[config.mk]
export PLATFORM = sky130hd
export DESIGN_NAME = aes_dma_top
export DESIGN_NICKNAME = d
export VERILOG_FILES = /design/src/logic/aes_mem_pkg.sv /design/src/logic/aes_block_pkg.sv /design/src/logic/chunk_reader.sv /design/src/logic/cipher_lane.sv /design/src/logic/result_writer.sv /design/src/logic/aes_dma_top.sv
export VERILOG_INCLUDE_DIRS = /design/src /design/src/logic
export SDC_FILE = /design/constraint.sdc
export NUM_CORES = 1
export LEC_CHECK = 0
export BUFFER_PORTS_ARGS = -buffer_cell sky130_fd_sc_hd__buf_4
export CAP_MARGIN = 0
export CORE_AREA = 2 2 290 292
export CTS_CLUSTER_SIZE = 8
export DETAILED_ROUTE_END_ITERATION = 12
export DIE_AREA = 0 0 292 294
export GPL_TIMING_DRIVEN = 0
export PLACE_DENSITY_LB_ADDON = 0.15
export SLEW_MARGIN = 20
export SYNTH_ARGS = -nofsm -noshare
export SYNTH_HDL_FRONTEND = slang
export SYNTH_SLANG_ARGS = --single-unit
[constraint.sdc]
create_clock -name aes_clk -period 37.3 [get_ports aes_clk]
set_clock_uncertainty 0.1 [all_clocks]
set_input_delay 0 -clock aes_clk [delete_from_list [all_inputs] [get_ports aes_clk]]
set_output_delay 0 -clock aes_clk [all_outputs]
set_load 0.1 [all_outputs]
[src/logic/aes_dma_settings.svh]
`ifndef AES_DMA_SETTINGS_SVH
`define AES_DMA_SETTINGS_SVH

//////////////////////////////
// Data path widths
//////////////////////////////

// Memory word
`define AES_WORD_W 32

// One cipher block
`define AES_BLOCK_W 128

`define AES_WORDS_PER_BLOCK 4

// Lanes working side by side, one block each per chunk
`define AES_LANES 2

//////////////////////////////
// Address steps in bytes
//////////////////////////////

`define AES_WORD_STEP 4

`define AES_BLOCK_STEP 16

// One chunk holds one block per lane
`define AES_CHUNK_STEP 32

`endif

[src/logic/aes_mem_pkg.sv]
`include "aes_dma_settings.svh"

package aes_mem_pkg;

    //////////////////////////////
    // Memory side types
    //////////////////////////////

    // One word on the read or write port
    typedef logic [`AES_WORD_W-1:0] word_t;

    // Byte address
    typedef logic [31:0] addr_t;

    // Number of chunks in a job
    typedef logic [31:0] chunk_cnt_t;

    // Word position inside a block, 0 is the most significant word
    typedef logic [$clog2(`AES_WORDS_PER_BLOCK)-1:0] word_idx_t;

endpackage

[src/logic/aes_block_pkg.sv]
`include "aes_dma_settings.svh"

package aes_block_pkg;

    //////////////////////////////
    // Cipher side types
    //////////////////////////////

    // First word read lands in the top bits
    typedef logic [`AES_BLOCK_W-1:0] block_t;

    // Lane 0 takes the first block of a chunk, lane 1 the second
    typedef logic [$clog2(`AES_LANES)-1:0] lane_sel_t;

endpackage

[src/logic/chunk_reader.sv]
`timescale 1ns/1ps
`include "aes_dma_settings.svh"

module chunk_reader import aes_mem_pkg::*, aes_block_pkg::*; (
    input  logic       aes_clk,
    input  logic       aes_rst_n,
    input  logic       start,
    input  chunk_cnt_t num_chunks,
    input  addr_t      rd_base,
    output logic       rd_req,
    output addr_t      rd_addr,
    input  logic       rd_ack,
    input  word_t      rd_data,
    output logic       blk0_req,
    output block_t     blk0_data,
    output logic       blk0_last,
    input  logic       blk0_ack,
    output logic       blk1_req,
    output block_t     blk1_data,
    output logic       blk1_last,
    input  logic       blk1_ack
);

    typedef enum logic [2:0] {
        st_idle,
        st_rd,
        st_rd_end,
        st_blk,
        st_blk_end
    } rd_state_t;

    rd_state_t  state;
    addr_t      chunk_addr;
    chunk_cnt_t chunks_left;
    lane_sel_t  lane;
    word_idx_t  idx;
    block_t     blk_buf;
    logic       last_chunk;
    logic       tgt_ack;

    assign last_chunk = (chunks_left == chunk_cnt_t'(1));
    assign tgt_ack    = (lane == lane_sel_t'(1)) ? blk1_ack : blk0_ack;

    // Offset follows the memory layout of chunk, block and word
    assign rd_addr = chunk_addr
                   + addr_t'(lane) * addr_t'(`AES_BLOCK_STEP)
                   + addr_t'(idx) * addr_t'(`AES_WORD_STEP);

    // Only the target lane sees a request for the shared block
    assign blk0_data = blk_buf;
    assign blk1_data = blk_buf;
    assign blk0_last = last_chunk;
    assign blk1_last = last_chunk;

    //////////////////////////////
    // Control FSM
    //////////////////////////////

    always_ff @(posedge aes_clk or negedge aes_rst_n) begin
        if (!aes_rst_n) begin
            state       <= st_idle;
            rd_req      <= 1'b0;
            blk0_req    <= 1'b0;
            blk1_req    <= 1'b0;
            chunk_addr  <= '0;
            chunks_left <= '0;
            lane        <= '0;
            idx         <= '0;
        end else begin
            case (state)
                st_idle: begin
                    if (start) begin
                        chunk_addr  <= rd_base;
                        chunks_left <= num_chunks;
                        lane        <= '0;
                        idx         <= '0;
                        rd_req      <= 1'b1;
                        state       <= st_rd;
                    end
                end
                st_rd: begin
                    if (rd_ack) begin
                        rd_req <= 1'b0;
                        state  <= st_rd_end;
                    end
                end
                st_rd_end: begin
                    if (!rd_ack) begin
                        if (idx == word_idx_t'(`AES_WORDS_PER_BLOCK - 1)) begin
                            blk0_req <= (lane == lane_sel_t'(0));
                            blk1_req <= (lane == lane_sel_t'(1));
                            state    <= st_blk;
                        end else begin
                            idx    <= idx + word_idx_t'(1);
                            rd_req <= 1'b1;
                            state  <= st_rd;
                        end
                    end
                end
                st_blk: begin
                    if (tgt_ack) begin
                        blk0_req <= 1'b0;
                        blk1_req <= 1'b0;
                        state    <= st_blk_end;
                    end
                end
                st_blk_end: begin
                    if (!tgt_ack) begin
                        idx <= '0;
                        if (lane == lane_sel_t'(0)) begin
                            lane   <= lane_sel_t'(1);
                            rd_req <= 1'b1;
                            state  <= st_rd;
                        end else if (last_chunk) begin
                            state <= st_idle;
                        end else begin
                            lane        <= lane_sel_t'(0);
                            chunk_addr  <= chunk_addr + addr_t'(`AES_CHUNK_STEP);
                            chunks_left <= chunks_left - chunk_cnt_t'(1);
                            rd_req      <= 1'b1;
                            state       <= st_rd;
                        end
                    end
                end
                default: state <= st_idle;
            endcase
        end
    end

    // First word read ends up on top of the block
    always_ff @(posedge aes_clk) begin
        if (state == st_rd && rd_ack) begin
            blk_buf <= {blk_buf[`AES_BLOCK_W-`AES_WORD_W-1:0], rd_data};
        end
    end

    //////////////////////////////
    // Checks
    //////////////////////////////

    // Start only between jobs
    a_no_start_busy: assert property (@(posedge aes_clk) disable iff (!aes_rst_n)
        start |-> state == st_idle);

    a_chunks_nonzero: assert property (@(posedge aes_clk) disable iff (!aes_rst_n)
        start |-> num_chunks != '0);

    a_rd_addr_stable: assert property (@(posedge aes_clk) disable iff (!aes_rst_n)
        rd_req |=> !rd_req || $stable(rd_addr));

endmodule

[src/logic/cipher_lane.sv]
`timescale 1ns/1ps

module cipher_lane import aes_block_pkg::*; (
    input  logic   aes_clk,
    input  logic   aes_rst_n,
    input  logic   blk_req,
    input  block_t blk_data,
    input  logic   blk_last,
    output logic   blk_ack,
    output logic   eng_req,
    output block_t eng_block,
    input  logic   eng_ack,
    input  block_t eng_result,
    output logic   res_req,
    output block_t res_data,
    output logic   res_last,
    input  logic   res_ack
);

    typedef enum logic [1:0] {
        slot_empty,
        slot_cipher,
        slot_result
    } slot_state_t;

    slot_state_t state;
    block_t      blk_buf;
    block_t      res_buf;
    logic        last_buf;

    assign eng_block = blk_buf;
    assign res_data  = res_buf;
    assign res_last  = last_buf;

    //////////////////////////////
    // Slot FSM
    //////////////////////////////

    always_ff @(posedge aes_clk or negedge aes_rst_n) begin
        if (!aes_rst_n) begin
            state   <= slot_empty;
            blk_ack <= 1'b0;
            eng_req <= 1'b0;
            res_req <= 1'b0;
        end else begin
            case (state)
                // Take a block, start the engine once the reader has let go
                slot_empty: begin
                    if (!blk_ack && blk_req) begin
                        blk_ack <= 1'b1;
                    end else if (blk_ack && !blk_req) begin
                        blk_ack <= 1'b0;
                        eng_req <= 1'b1;
                        state   <= slot_cipher;
                    end
                end
                slot_cipher: begin
                    if (eng_req && eng_ack) begin
                        eng_req <= 1'b0;
                    end else if (!eng_req && !eng_ack) begin
                        res_req <= 1'b1;
                        state   <= slot_result;
                    end
                end
                // Slot frees up only after the writer has taken the result
                slot_result: begin
                    if (res_req && res_ack) begin
                        res_req <= 1'b0;
                    end else if (!res_req && !res_ack) begin
                        state <= slot_empty;
                    end
                end
                default: state <= slot_empty;
            endcase
        end
    end

    // Block and flag captured on the ack edge
    always_ff @(posedge aes_clk) begin
        if (state == slot_empty && !blk_ack && blk_req) begin
            blk_buf  <= blk_data;
            last_buf <= blk_last;
        end
    end

    // Engine result only valid while its ack is high
    always_ff @(posedge aes_clk) begin
        if (state == slot_cipher && eng_req && eng_ack) begin
            res_buf <= eng_result;
        end
    end

    a_eng_block_stable: assert property (@(posedge aes_clk) disable iff (!aes_rst_n)
        eng_req |=> !eng_req || $stable(eng_block));

endmodule

[src/logic/result_writer.sv]
`timescale 1ns/1ps
`include "aes_dma_settings.svh"

module result_writer import aes_mem_pkg::*, aes_block_pkg::*; (
    input  logic   aes_clk,
    input  logic   aes_rst_n,
    input  logic   start,
    input  addr_t  wr_base,
    input  logic   res0_req,
    input  block_t res0_data,
    input  logic   res0_last,
    output logic   res0_ack,
    input  logic   res1_req,
    input  block_t res1_data,
    input  logic   res1_last,
    output logic   res1_ack,
    output logic   wr_req,
    output addr_t  wr_addr,
    output word_t  wr_data,
    input  logic   wr_ack,
    output logic   complete
);

    typedef enum logic [1:0] {
        st_idle,
        st_take,
        st_write,
        st_write_end
    } wr_state_t;

    wr_state_t state;
    addr_t     chunk_addr;
    lane_sel_t lane;
    word_idx_t idx;
    block_t    wr_buf;
    logic      last_buf;
    logic      cur_req;
    logic      cur_ack;
    block_t    cur_data;
    logic      cur_last;

    // Current lane's result port
    assign cur_req  = (lane == lane_sel_t'(1)) ? res1_req  : res0_req;
    assign cur_ack  = (lane == lane_sel_t'(1)) ? res1_ack  : res0_ack;
    assign cur_data = (lane == lane_sel_t'(1)) ? res1_data : res0_data;
    assign cur_last = (lane == lane_sel_t'(1)) ? res1_last : res0_last;

    assign wr_addr = chunk_addr
                   + addr_t'(lane) * addr_t'(`AES_BLOCK_STEP)
                   + addr_t'(idx) * addr_t'(`AES_WORD_STEP);
    assign wr_data = wr_buf[`AES_BLOCK_W-1 -: `AES_WORD_W];

    //////////////////////////////
    // Control FSM
    //////////////////////////////

    always_ff @(posedge aes_clk or negedge aes_rst_n) begin
        if (!aes_rst_n) begin
            state      <= st_idle;
            res0_ack   <= 1'b0;
            res1_ack   <= 1'b0;
            wr_req     <= 1'b0;
            complete   <= 1'b0;
            chunk_addr <= '0;
            lane       <= '0;
            idx        <= '0;
        end else begin
            complete <= 1'b0;
            case (state)
                st_idle: begin
                    if (start) begin
                        chunk_addr <= wr_base;
                        lane       <= '0;
                        state      <= st_take;
                    end
                end
                st_take: begin
                    if (!cur_ack && cur_req) begin
                        res0_ack <= (lane == lane_sel_t'(0));
                        res1_ack <= (lane == lane_sel_t'(1));
                    end else if (cur_ack && !cur_req) begin
                        res0_ack <= 1'b0;
                        res1_ack <= 1'b0;
                        idx      <= '0;
                        wr_req   <= 1'b1;
                        state    <= st_write;
                    end
                end
                st_write: begin
                    if (wr_ack) begin
                        wr_req <= 1'b0;
                        state  <= st_write_end;
                    end
                end
                st_write_end: begin
                    if (!wr_ack) begin
                        if (idx != word_idx_t'(`AES_WORDS_PER_BLOCK - 1)) begin
                            idx    <= idx + word_idx_t'(1);
                            wr_req <= 1'b1;
                            state  <= st_write;
                        end else if (lane == lane_sel_t'(0)) begin
                            lane  <= lane_sel_t'(1);
                            state <= st_take;
                        end else if (last_buf) begin
                            // Lane 1 closes the final chunk
                            complete <= 1'b1;
                            state    <= st_idle;
                        end else begin
                            lane       <= lane_sel_t'(0);
                            chunk_addr <= chunk_addr + addr_t'(`AES_CHUNK_STEP);
                            state      <= st_take;
                        end
                    end
                end
                default: state <= st_idle;
            endcase
        end
    end

    // Latch a result, then shift one word up per finished write
    always_ff @(posedge aes_clk) begin
        if (state == st_take && !cur_ack && cur_req) begin
            wr_buf   <= cur_data;
            last_buf <= cur_last;
        end else if (state == st_write_end && !wr_ack) begin
            wr_buf <= wr_buf << `AES_WORD_W;
        end
    end

    a_wr_data_stable: assert property (@(posedge aes_clk) disable iff (!aes_rst_n)
        wr_req |=> !wr_req || $stable(wr_data));

endmodule

[src/logic/aes_dma_top.sv]
`timescale 1ns/1ps

module aes_dma_top import aes_mem_pkg::*, aes_block_pkg::*; (
    input  logic       aes_clk,
    input  logic       aes_rst_n,
    input  logic       start,
    input  chunk_cnt_t num_chunks,
    input  addr_t      rd_base,
    input  addr_t      wr_base,
    output logic       complete,
    // Memory read port
    output logic       rd_req,
    output addr_t      rd_addr,
    input  logic       rd_ack,
    input  word_t      rd_data,
    // Memory write port
    output logic       wr_req,
    output addr_t      wr_addr,
    output word_t      wr_data,
    input  logic       wr_ack,
    // Cipher engine ports
    output logic       eng0_req,
    output block_t     eng0_block,
    input  logic       eng0_ack,
    input  block_t     eng0_result,
    output logic       eng1_req,
    output block_t     eng1_block,
    input  logic       eng1_ack,
    input  block_t     eng1_result
);

    //////////////////////////////
    // Reader to lanes
    //////////////////////////////

    logic   blk0_req;
    block_t blk0_data;
    logic   blk0_last;
    logic   blk0_ack;
    logic   blk1_req;
    block_t blk1_data;
    logic   blk1_last;
    logic   blk1_ack;

    //////////////////////////////
    // Lanes to writer
    //////////////////////////////

    logic   res0_req;
    block_t res0_data;
    logic   res0_last;
    logic   res0_ack;
    logic   res1_req;
    block_t res1_data;
    logic   res1_last;
    logic   res1_ack;

    chunk_reader u_reader (
        .aes_clk   (aes_clk),
        .aes_rst_n (aes_rst_n),
        .start     (start),
        .num_chunks(num_chunks),
        .rd_base   (rd_base),
        .rd_req    (rd_req),
        .rd_addr   (rd_addr),
        .rd_ack    (rd_ack),
        .rd_data   (rd_data),
        .blk0_req  (blk0_req),
        .blk0_data (blk0_data),
        .blk0_last (blk0_last),
        .blk0_ack  (blk0_ack),
        .blk1_req  (blk1_req),
        .blk1_data (blk1_data),
        .blk1_last (blk1_last),
        .blk1_ack  (blk1_ack)
    );

    // First block of each chunk
    cipher_lane u_lane0 (
        .aes_clk   (aes_clk),
        .aes_rst_n (aes_rst_n),
        .blk_req   (blk0_req),
        .blk_data  (blk0_data),
        .blk_last  (blk0_last),
        .blk_ack   (blk0_ack),
        .eng_req   (eng0_req),
        .eng_block (eng0_block),
        .eng_ack   (eng0_ack),
        .eng_result(eng0_result),
        .res_req   (res0_req),
        .res_data  (res0_data),
        .res_last  (res0_last),
        .res_ack   (res0_ack)
    );

    // Second block of each chunk
    cipher_lane u_lane1 (
        .aes_clk   (aes_clk),
        .aes_rst_n (aes_rst_n),
        .blk_req   (blk1_req),
        .blk_data  (blk1_data),
        .blk_last  (blk1_last),
        .blk_ack   (blk1_ack),
        .eng_req   (eng1_req),
        .eng_block (eng1_block),
        .eng_ack   (eng1_ack),
        .eng_result(eng1_result),
        .res_req   (res1_req),
        .res_data  (res1_data),
        .res_last  (res1_last),
        .res_ack   (res1_ack)
    );

    result_writer u_writer (
        .aes_clk  (aes_clk),
        .aes_rst_n(aes_rst_n),
        .start    (start),
        .wr_base  (wr_base),
        .res0_req (res0_req),
        .res0_data(res0_data),
        .res0_last(res0_last),
        .res0_ack (res0_ack),
        .res1_req (res1_req),
        .res1_data(res1_data),
        .res1_last(res1_last),
        .res1_ack (res1_ack),
        .wr_req   (wr_req),
        .wr_addr  (wr_addr),
        .wr_data  (wr_data),
        .wr_ack   (wr_ack),
        .complete (complete)
    );

endmodule

==> flow_metrics.py, run 1 <==
metrics = {
    "placed_design": {
        "io_buffer_count": 747,
        "gp_congestion": 0.862,
        "place.detailed.hpwl_microns": 82400,
    },
    "synth": {
        "post_synth_main_area_contributors": "edfxtp_1 (67%), dfrtp_1 (9.0%), mux2i_1 (3.9%), o21ai_0 (2.5%), nand2_1 (2.1%)",
        "ys_ff_latch": 895,
        "synthFlopType": "edfxtp_1",
        "post_synth_most_frequent_cells": "edfxtp_1 (771), nand2_1 (192), o21ai_0 (170), nor2_1 (137), mux2i_1 (134)",
        "ys_async_sr_fraction": 0.139,
        "post-synth-top-count-cell": "edfxtp_1",
        "synth_edf_count": 771,
        "synthesis.nets": 2649,
        "postSynthCellCount": 2238,
        "yosysTopAreaCell": "edfxtp_1",
        "synth-seq-area-share": 0.765,
        "mappedNetlistArea_sq_um": 34300,
        "yosys_warnings": 0,
        "yosysUniqueCellTypes": 71,
        "avgSynthCellArea_sq_um": 15.3,
        "synth_largest_type_area_fraction": 0.674,
    },
    "sta": {
        "slew_headroom": 0.300,
        "period_share": 0.114,
        "unrepaired_setup_endpoints_after_global_routing": "false",
        "fmaxAchievable_ghz": 0.235,
        "timing.final.hold_violations": 0,
        "tns_ps": 0,
        "timing_max_transition_violations_final": 0,
        "tightestPinTransition_ps": 1050,
        "timing.final.crit_period_ps": 4260,
        "report.final.setup_viol": 0,
    },
    "run_status": {
        "status": "finished clean",
    },
    "cts": {
        "clk_latency_ps": 730,
        "tritoncts": "yes",
        "cts.path.max_buffers": 3,
        "clock-root-buffer": "clkbuf_16",
        "path_clk_slew_ps": 50,
        "cts_max_level": 4,
        "clock-sinks": 895,
        "cts_buffers": 130,
    },
    "global_routing": {
        "global_route_wire_length_before_repair_microns": 176000,
        "grt_start_max_net_pins": 85,
        "grt_antenna_before_repair": 25,
        "globalRouteOverflowTotal": 0,
        "first_global_vias": 27600,
        "global_route_usage_over_all_layers": 0.276,
    },
    "route": {
        "drc": 0,
        "post_drt_via_cell_ratio": 5.16,
        "detail_route.wirelength.met1_microns": 45200,
        "dr_total_vias": 26200,
        "drt-pass1-iter-count": 5,
        "met2WireLength_microns": 63000,
        "detail_route.wirelength_microns": 120000,
        "met3_wirelength_microns": 7190,
        "initialDrtViolationCount": 1835,
        "drt.antenna.violating_nets": 0,
        "maxUsedRoutingLayer": "met5",
        "wl_per_cell_microns": 23.6,
    },
    "die": {
        "die-area_sq_um": 85800,
        "core_ar_sq_um": 82900,
        "io_count": 748,
        "fp_rows": 106,
        "dieHeight_microns": 294,
        "initial_core_util": 0.414,
        "die_width_microns": 292,
    },
    "setup_path": {
        "timing.critical_path.required_ps": 37640,
        "cp_data_arrival_time_ps": 4600,
        "crit_path_max_fanout": 23,
        "start_kind": "register",
        "crit_path_end_kind": "register",
        "setup.worst_path.class": "reg2reg",
    },
    "run": {
        "drv.max_cap_violation_count": 0,
    },
    "layout": {
        "nNetsFinal": 4353,
        "area.growth.synth_to_final_pct": 55.1,
        "layout-drive-gt1-share": 0.276,
        "n_fill_cell": 5955,
    },
    "worst_hold_path": {
        "worst_hold_path_type": "in2reg",
    },
}
==> worst paths after layout <==
kind                                                 to                    start  cells past startpoint  slack, ps
worst max register to register      u_writer.wr_buf[56]            u_writer.lane                     13      33040
worst min-delay path             u_writer.chunk_addr[9]               wr_base[9]                      4         40
min in group asynchronous       u_reader.chunk_addr[29]                aes_rst_n                      4        280
worst min register to register   u_lane0.eng_block[103]  u_reader.blk0_data[103]                      0        340
max in group asynchronous              u_lane0.state[0]                aes_rst_n                      4      36340
worst max-delay path                u_writer.wr_buf[56]            u_writer.lane                     13      33040
==> state kept, by name, indices dropped and copies added (netlist names), 2 cells and up <==
| signal | flops |
|---|---|
| u_lane0.eng_block | 128 |
| u_lane0.res_data | 128 |
| u_lane1.eng_block | 128 |
| u_lane1.res_data | 128 |
| u_reader.blk0_data | 128 |
| u_writer.wr_buf | 128 |
| u_reader.chunk_addr | 32 |
| u_reader.chunks_left | 32 |
| u_writer.chunk_addr | 32 |
| u_reader.state | 3 |
| u_lane0.state | 2 |
| u_lane1.state | 2 |
| u_reader.idx | 2 |
| u_writer.idx | 2 |
| u_writer.state | 2 |
==> stage by stage <==
step	cell area, sq um	hold WS, ps	std cells	setup slack (ps)	utilization
after floorplan	34300	-396	2238	23410	-
after global placement	41300	78.8	4065	14700	0.498
after detailed placement	42200	-182	4167	33090	0.510
after CTS	53200	1.63	5059	33050	0.642
after global routing	53200	19.2	5077	32830	0.642
final	53200	40.7	5081	33040	0.642
==> worst max-delay path, stage by stage (launching register included) <==
cell and delay (ps):
dfrtp_1 390, buf_2 320, nand2_1 90, o21ai_1 150
or3_1 150, buf_2 320, clkbuf_1 560, buf_2 380
buf_2 400, o21ai_4 290, buf_16 260, buf_16 180
buf_16 170, buf_16 170
==> cells by family after synthesis <==
kind of cell	synth area share
buffers and inverters	0.0256
XOR/XNOR	0.0143
AND/OR/NAND/NOR	0.0707
adder cells (fa/ha/maj)	0.00773
flip-flops	0.765
AO/OA/AOI/OAI	0.0741
multiplexers	0.0427
==> placed cells by master, fill, tap and decap left out, types with 6 or more instances in the layout <==
cell type,netlist,final
diode_2,0,22
nor3b_1,6,6
buf_6,0,17
o2bb2ai_1,18,18
dlygate4sd3_1,0,722
a22oi_1,16,16
mux2_2,11,11
mux2i_1,134,134
clkbuf_1,87,110
buf_16,0,8
nor4_1,11,8
a31oi_1,14,14
nand2_1,192,192
nor3_1,38,36
nand3_1,39,39
buf_2,22,59
xnor2_1,29,29
a21oi_1,102,102
o22ai_1,27,27
clkbuf_16,0,131
a21o_1,7,7
a2bb2oi_1,16,16
inv_1,39,39
and2_1,6,6
nor2_1,137,137
buf_4,37,825
nand4_1,23,23
ha_1,18,18
nand2b_1,10,10
clkinv_16,0,7
edfxtp_1,771,771
o22a_1,10,10
dfrtp_1,124,124
and3_1,7,7
xor2_1,27,27
o21ai_0,170,169
==> layer usage <==
metal  track usage  up-vias
met5             0        -
met2         0.495     1148
met4         0.120       12
li1              -    11800
met1         0.318    13000
met3        0.0583      273
==> what timing repair did <==
action | 4_1_cts | 5_1_grt
resized for setup | 0 | 0
buffers inserted | 0 | 0
endpoints found under the setup margin | 0 | 0
endpoints found under the hold margin | 607 | 0
hold buffers | 723 | 0
==> layout make-up <==
type	count	area [sq um]	share of cell area
timing repair buffer	1572	13800	0.258
antenna	22	55.1	0.00103
multi-input combinational	1153	7250	0.136
inverter	39	146	0.00275
sequential	895	26300	0.493
clock buffer	154	3360	0.0632
tap	1080	1350	0.0254
buffer	151	736	0.0138
clock inverter	15	328	0.00616
Power of run 1 is left out: the tool's default activity adds up to more than one toggle a clock period on the data nets, which glitch-free logic cannot reach.
==> inputs of run 2 (changes only) <==
Clock period 37.3 ns to 4.4 ns, I/O delays scaled along.
==> flow_metrics.py, run 2 (synthesis gave the netlist of run 1 again) <==
metrics = {
    "sta": {
        "timing_max_transition_violations_final": 0,
        "period_share": 0.868,
        "timing.final.hold_violations": 0,
        "fmaxAchievable_ghz": 0.262,
        "timing.final.crit_period_ps": 3820,
        "report.final.setup_viol": 0,
        "tns_ps": 0,
        "slew_headroom": 0.222,
        "tightestPinTransition_ps": 1160,
        "holdWs_ps": 60.3,
        "unrepaired_setup_endpoints_after_global_routing": "false",
    },
    "die": {
        "fp_rows": 106,
        "dieHeight_microns": 294,
        "die-area_sq_um": 85800,
        "die_width_microns": 292,
        "initial_core_util": 0.414,
        "io_count": 748,
        "core_ar_sq_um": 82900,
    },
    "setup_path": {
        "crit_path_end_kind": "output pin",
        "cell_chain_of_the_critical_path": "ha_1 > a21o_1 > a21oi_1 > clkbuf_1 > nor2_1 > xnor2_1 > buf_4",
        "critPathMaxStageDelay_ps": 660,
        "crit_path_max_fanout": 10,
        "cp_data_arrival_time_ps": 3720,
        "critical_path.slowest_cell": "clkbuf_1",
        "setup.worst_path.class": "reg2out",
        "timing.reg2reg.worst_path_depth": 11,
        "start_kind": "register",
        "timing.critical_path.required_ps": 4300,
    },
    "run": {
        "drv.max_cap_violation_count": 0,
    },
    "global_routing": {
        "grt_start_max_net_pins": 66,
        "global_route_wire_length_before_repair_microns": 172000,
        "grt_antenna_before_repair": 10,
        "first_global_vias": 27200,
        "globalRouteOverflowTotal": 0,
        "global_route_usage_over_all_layers": 0.267,
    },
    "route": {
        "drt.antenna.violating_nets": 0,
        "initialDrtViolationCount": 1827,
        "detail_route.wirelength_microns": 117000,
        "post_drt_via_cell_ratio": 5.17,
        "drt-pass1-iter-count": 6,
        "drc": 0,
        "dr_total_vias": 26000,
        "wl_per_cell_microns": 23.2,
    },
    "cts": {
        "cts.path.max_buffers": 3,
        "cts_buffers": 130,
        "tritoncts": "yes",
        "cts_max_level": 4,
        "path_clk_slew_ps": 50,
        "clock-root-buffer": "clkbuf_16",
        "cts_setup_buffers": 0,
        "clock-sinks": 895,
        "clk_latency_ps": 720,
    },
    "placed_design": {
        "dpl_cell_area_sq_um": 42300,
        "io_buffer_count": 747,
        "gp_congestion": 0.871,
        "place.detailed.hpwl_microns": 78300,
    },
    "worst_hold_path": {
        "whs_path_depth": 4,
        "worst_hold_path_type": "in2reg",
    },
    "layout": {
        "most_common_library_cell_in_the_layout_ignoring_fill_and_taps": "buf_4",
        "layout_common_cells": "buf_4 (802), edfxtp_1 (771), dlygate4sd3_1 (707)",
        "layout-drive-gt1-share": 0.272,
        "area.growth.synth_to_final_pct": 55.2,
        "nNetsFinal": 4305,
        "finish.instance_area_sq_um": 53300,
    },
    "run_status": {
        "status": "finished clean",
    },
}
## run 2: cell types whose count changed in the layout (fill, tap and decap cells not counted), sizes merged
cell         delta
bufinv          +1
clkbuf         +13
buf            -33
clkinv          +1
diode          -12
dlygate4sd3    -15
inv             -1
## run 2: cell type report
cell class                      instances  area [sq um]
Inverter                               39           146
Multi-Input combinational cell       1153          7280
Antenna cell                           10          25.0
Fill cell                            5908         29600
Clock inverter                         16           447
Buffer                                151           776
Clock buffer                          167          3390
Sequential cell                       895         26300
Timing Repair Buffer                 1524         13600
Tap cell                             1080          1350
## run 2: repair_timing
action / 4_1_cts / 5_1_grt
hold buffers: 708 / 0
setup endpoints to repair: 0 / 0
gates resized for setup: 0 / 0
endpoints found under the hold margin: 679 / 0
## run 2: per-stage QoR
step	setup WS [ps]	instances	utilization
5_1_grt	309	5029	0.643
6_report	580	5035	0.643
3_3_place_gp	-3580	4065	0.500
4_1_cts	467	5025	0.642
2_1_floorplan	-940	2238	-
3_5_place_dp	478	4134	0.510
## run 2: path summary, 6_finish.rpt
check	startpoint	end	slack [ps]
setup / recovery	u_reader.idx[1]	rd_addr[29]	580
hold / removal	rd_base[7]	u_reader.chunk_addr[7]	60
setup reg to reg	u_writer.lane	u_writer.wr_buf[77]	620
hold reg to reg	u_reader.blk0_data[108]	u_lane1.eng_block[108]	330
max in group asynchronous	aes_rst_n	u_lane0.eng_req	3450
min in group asynchronous	aes_rst_n	u_reader.chunk_addr[21]	330
## run 2: critical path: cells and delay by family, from the launching register on
kind | cells | cell delay, ps
buf+inv | 2 | 1020
compound gates | 2 | 770
flops | 1 | 410
xor+xnor | 1 | 330
fa+ha+maj | 1 | 310
simple gates | 1 | 150
## run 2: layer usage
layer	up-vias	wire length (microns)	global-route usage
met4	8	3540	0.0976
met2	1126	61700	0.485
met1	13000	43400	0.307
met3	223	8120	0.0616
met5	-	48	0
li1	11700	-	-
Power of run 2 is left out for the same reason.
==> inputs of run 3 (changes only) <==
Settings changed: CORE_AREA 2 2 290 292 to 2 2 287 289, DIE_AREA 0 0 292 294 to 0 0 289 291, SYNTH_HIERARCHICAL set to 1.
==> flow_metrics.py, run 3 <==
metrics = {
    "power_and_ir_drop": {
        "p_total_mw": 43.3,
        "largest_voltage_drop_on_the_vdd_net_uv": 698,
        "static-leakage-power_nw": 21.6,
        "power.density_nw_per_um2": 794,
    },
    "synth": {
        "post-synth-top-count-cell": "edfxtp_1",
        "ys_ff_latch": 895,
        "avgSynthCellArea_sq_um": 15.0,
        "yosysTopAreaCell": "edfxtp_1",
        "synth_largest_type_area_fraction": 0.647,
        "synthFlopType": "edfxtp_1",
        "post_synth_main_area_contributors": "edfxtp_1 (65%), dfrtp_1 (8.7%), mux2i_1 (3.7%), buf_4 (3.5%), nand2_1 (2.2%)",
        "synthesis.nets": 2797,
        "mappedNetlistArea_sq_um": 35800,
        "postSynthCellCount": 2382,
        "synth_edf_count": 771,
        "yosys_warnings": 6,
        "yosysUniqueCellTypes": 98,
        "post_synth_most_frequent_cells": "edfxtp_1 (771), nand2_1 (205), buf_4 (168), mux2i_1 (134), o21ai_0 (132)",
        "synth-seq-area-share": 0.734,
        "ys_async_sr_fraction": 0.139,
    },
    "die": {
        "core_ar_sq_um": 81200,
        "dieHeight_microns": 291,
        "io_count": 748,
        "die-area_sq_um": 84100,
        "fp_rows": 105,
        "die_width_microns": 289,
        "initial_core_util": 0.441,
    },
    "placed_design": {
        "place.detailed.hpwl_microns": 81900,
        "dpl.cell_count": 4252,
        "io_buffer_count": 747,
        "gp_congestion": 0.894,
        "place_worst_setup_slack_ps": 334,
    },
    "route": {
        "drc": 0,
        "dr_total_vias": 27200,
        "detail_route.wirelength_microns": 122000,
        "wl_per_cell_microns": 23.5,
        "post_drt_via_cell_ratio": 5.24,
        "drt-pass1-iter-count": 7,
        "initialDrtViolationCount": 2004,
        "drt.antenna.violating_nets": 0,
    },
    "sta": {
        "holdWs_ps": 28.7,
        "fmaxAchievable_ghz": 0.251,
        "timing_max_transition_violations_final": 0,
        "report.final.setup_viol": 0,
        "post-route-worst-setup-slack_ps": 410,
        "unrepaired_setup_endpoints_after_global_routing": "false",
        "slew_headroom": 0.273,
        "tightestPinTransition_ps": 1080,
        "period_share": 0.907,
        "timing.final.hold_violations": 0,
        "timing.final.crit_period_ps": 3990,
    },
    "cts": {
        "tritoncts": "yes",
        "cts_buffers": 130,
        "cts.path.max_buffers": 3,
        "clock-root-buffer": "clkbuf_16",
        "path_clk_slew_ps": 50,
        "cts-hold-fix-buffers": 705,
        "cts_max_level": 4,
        "cts.repair.resized": 0,
        "clk_latency_ps": 720,
        "cts_setup_buffers": 0,
        "clock-sinks": 895,
    },
    "setup_path": {
        "crit_path_max_fanout": 92,
        "start_kind": "register",
        "cpMostUsedCell": "buf_2",
        "crit_path_end_kind": "register",
        "setup.worst_path.class": "reg2reg",
        "critPathMaxStageDelay_ps": 580,
        "timing.critical_path.max_delay_family": "buffers and inverters",
        "critical_path.slowest_cell": "nand3_1",
        "cell_chain_of_the_critical_path": "buf_2 > mux2i_1 > nand3_1 > buf_2 > buf_2 > buf_2 > nand2_8 > buf_16",
        "cp.buffers_inverters": 5,
        "timing.critical_path.required_ps": 4640,
        "cp_data_arrival_time_ps": 4230,
    },
    "layout": {
        "layoutNonFillerInstCount": 5181,
        "layout_common_cells": "buf_4 (933), edfxtp_1 (771), dlygate4sd3_1 (705)",
        "seqCellArea_sq_um": 26300,
        "area.growth.synth_to_final_pct": 52.4,
        "most_common_library_cell_in_the_layout_ignoring_fill_and_taps": "buf_4",
        "layout-drive-gt1-share": 0.297,
        "n_fill_cell": 5631,
        "nNetsFinal": 4435,
        "utilization_of_the_core_after_routing": 0.672,
        "multi_input_comb_area_sq_um": 7760,
    },
    "global_routing": {
        "global_route_wire_length_before_repair_microns": 177000,
        "globalRouteOverflowTotal": 0,
        "first_global_vias": 28200,
        "grt_antenna_before_repair": 29,
        "global_route_usage_over_all_layers": 0.284,
        "grt_start_max_net_pins": 93,
    },
    "run_status": {
        "status": "finished clean",
    },
    "worst_hold_path": {
        "worst_hold_path_type": "in2reg",
    },
    "run": {
        "drv.max_cap_violation_count": 0,
    },
}
[run 3: path summary, 6_finish.rpt]
| kind | from | end | slack, ps | depth (start not counted) |
|---|---|---|---|---|
| setup / recovery | u_writer/lane | u_writer/wr_buf[126] | 410 | 8 |
| hold / removal | eng0_result[97] | u_lane0/res_data[97] | 30 | 2 |
| setup reg to reg | u_writer/lane | u_writer/wr_buf[126] | 410 | 8 |
| hold reg to reg | u_reader/blk0_data[118] | u_lane0/eng_block[118] | 340 | 0 |
| max in group asynchronous | aes_rst_n | u_reader/state[1] | 3430 | 4 |
| min in group asynchronous | aes_rst_n | u_reader/chunks_left[28] | 370 | 4 |
[run 3: logic make-up after synthesis]
family | share of synthesized area
buffers and inverters | 0.0512
AO/OA/AOI/OAI | 0.0746
adder cells (fa/ha/maj) | 0.00881
AND/OR/NAND/NOR | 0.0771
XOR/XNOR | 0.0137
flip-flops | 0.734
multiplexers | 0.0406
[run 3: worst reg2reg max path, stage by stage, from the launching register on]
cell,delay [ps]
dfrtp_1,460
buf_2,320
mux2i_1,340
nand3_1,580
buf_2,460
buf_2,270
buf_2,280
nand2_8,300
buf_16,420
[run 3: metrics by stage]
stage          TNS (ps)  instance area, sq um
2_1_floorplan   -333170                 35900
3_3_place_gp   -1498350                 42800
3_5_place_dp          0                 43600
4_1_cts               0                 54400
5_1_grt               0                 54500
6_report              0                 54500
[run 3: report_power, final]
| part | total (mW) | internal, mW | switching (mW) | leakage, nW |
|---|---|---|---|---|
| clock network | 9.34 | 5.52 | 3.82 | 1.82 |
| registers | 13.9 | 12.4 | 1.44 | 8.61 |
| logic | 20.1 | 4.98 | 15.1 | 11.2 |
| total | 43.3 | 22.9 | 20.4 | 21.6 |
[run 3: metal layers]
layer  up-vias  routed length [microns]  global-route usage
met5         -                       27                   0
met1     13500                    46000               0.339
li1      12200                        -                   -
met4         4                     4920               0.116
met3       291                     7880              0.0583
met2      1235                    63000               0.499
[run 3: area by class of cell]
cell class,instances,area share
Tap cell,1070,0.0246
Sequential cell,895,0.482
Clock inverter,15,0.00599
Inverter,31,0.00213
Clock buffer,174,0.0634
Antenna cell,34,0.00156
Multi-Input combinational cell,1180,0.142
Buffer,276,0.0318
Timing Repair Buffer,1506,0.247
(Power assumes the default switching activity.)
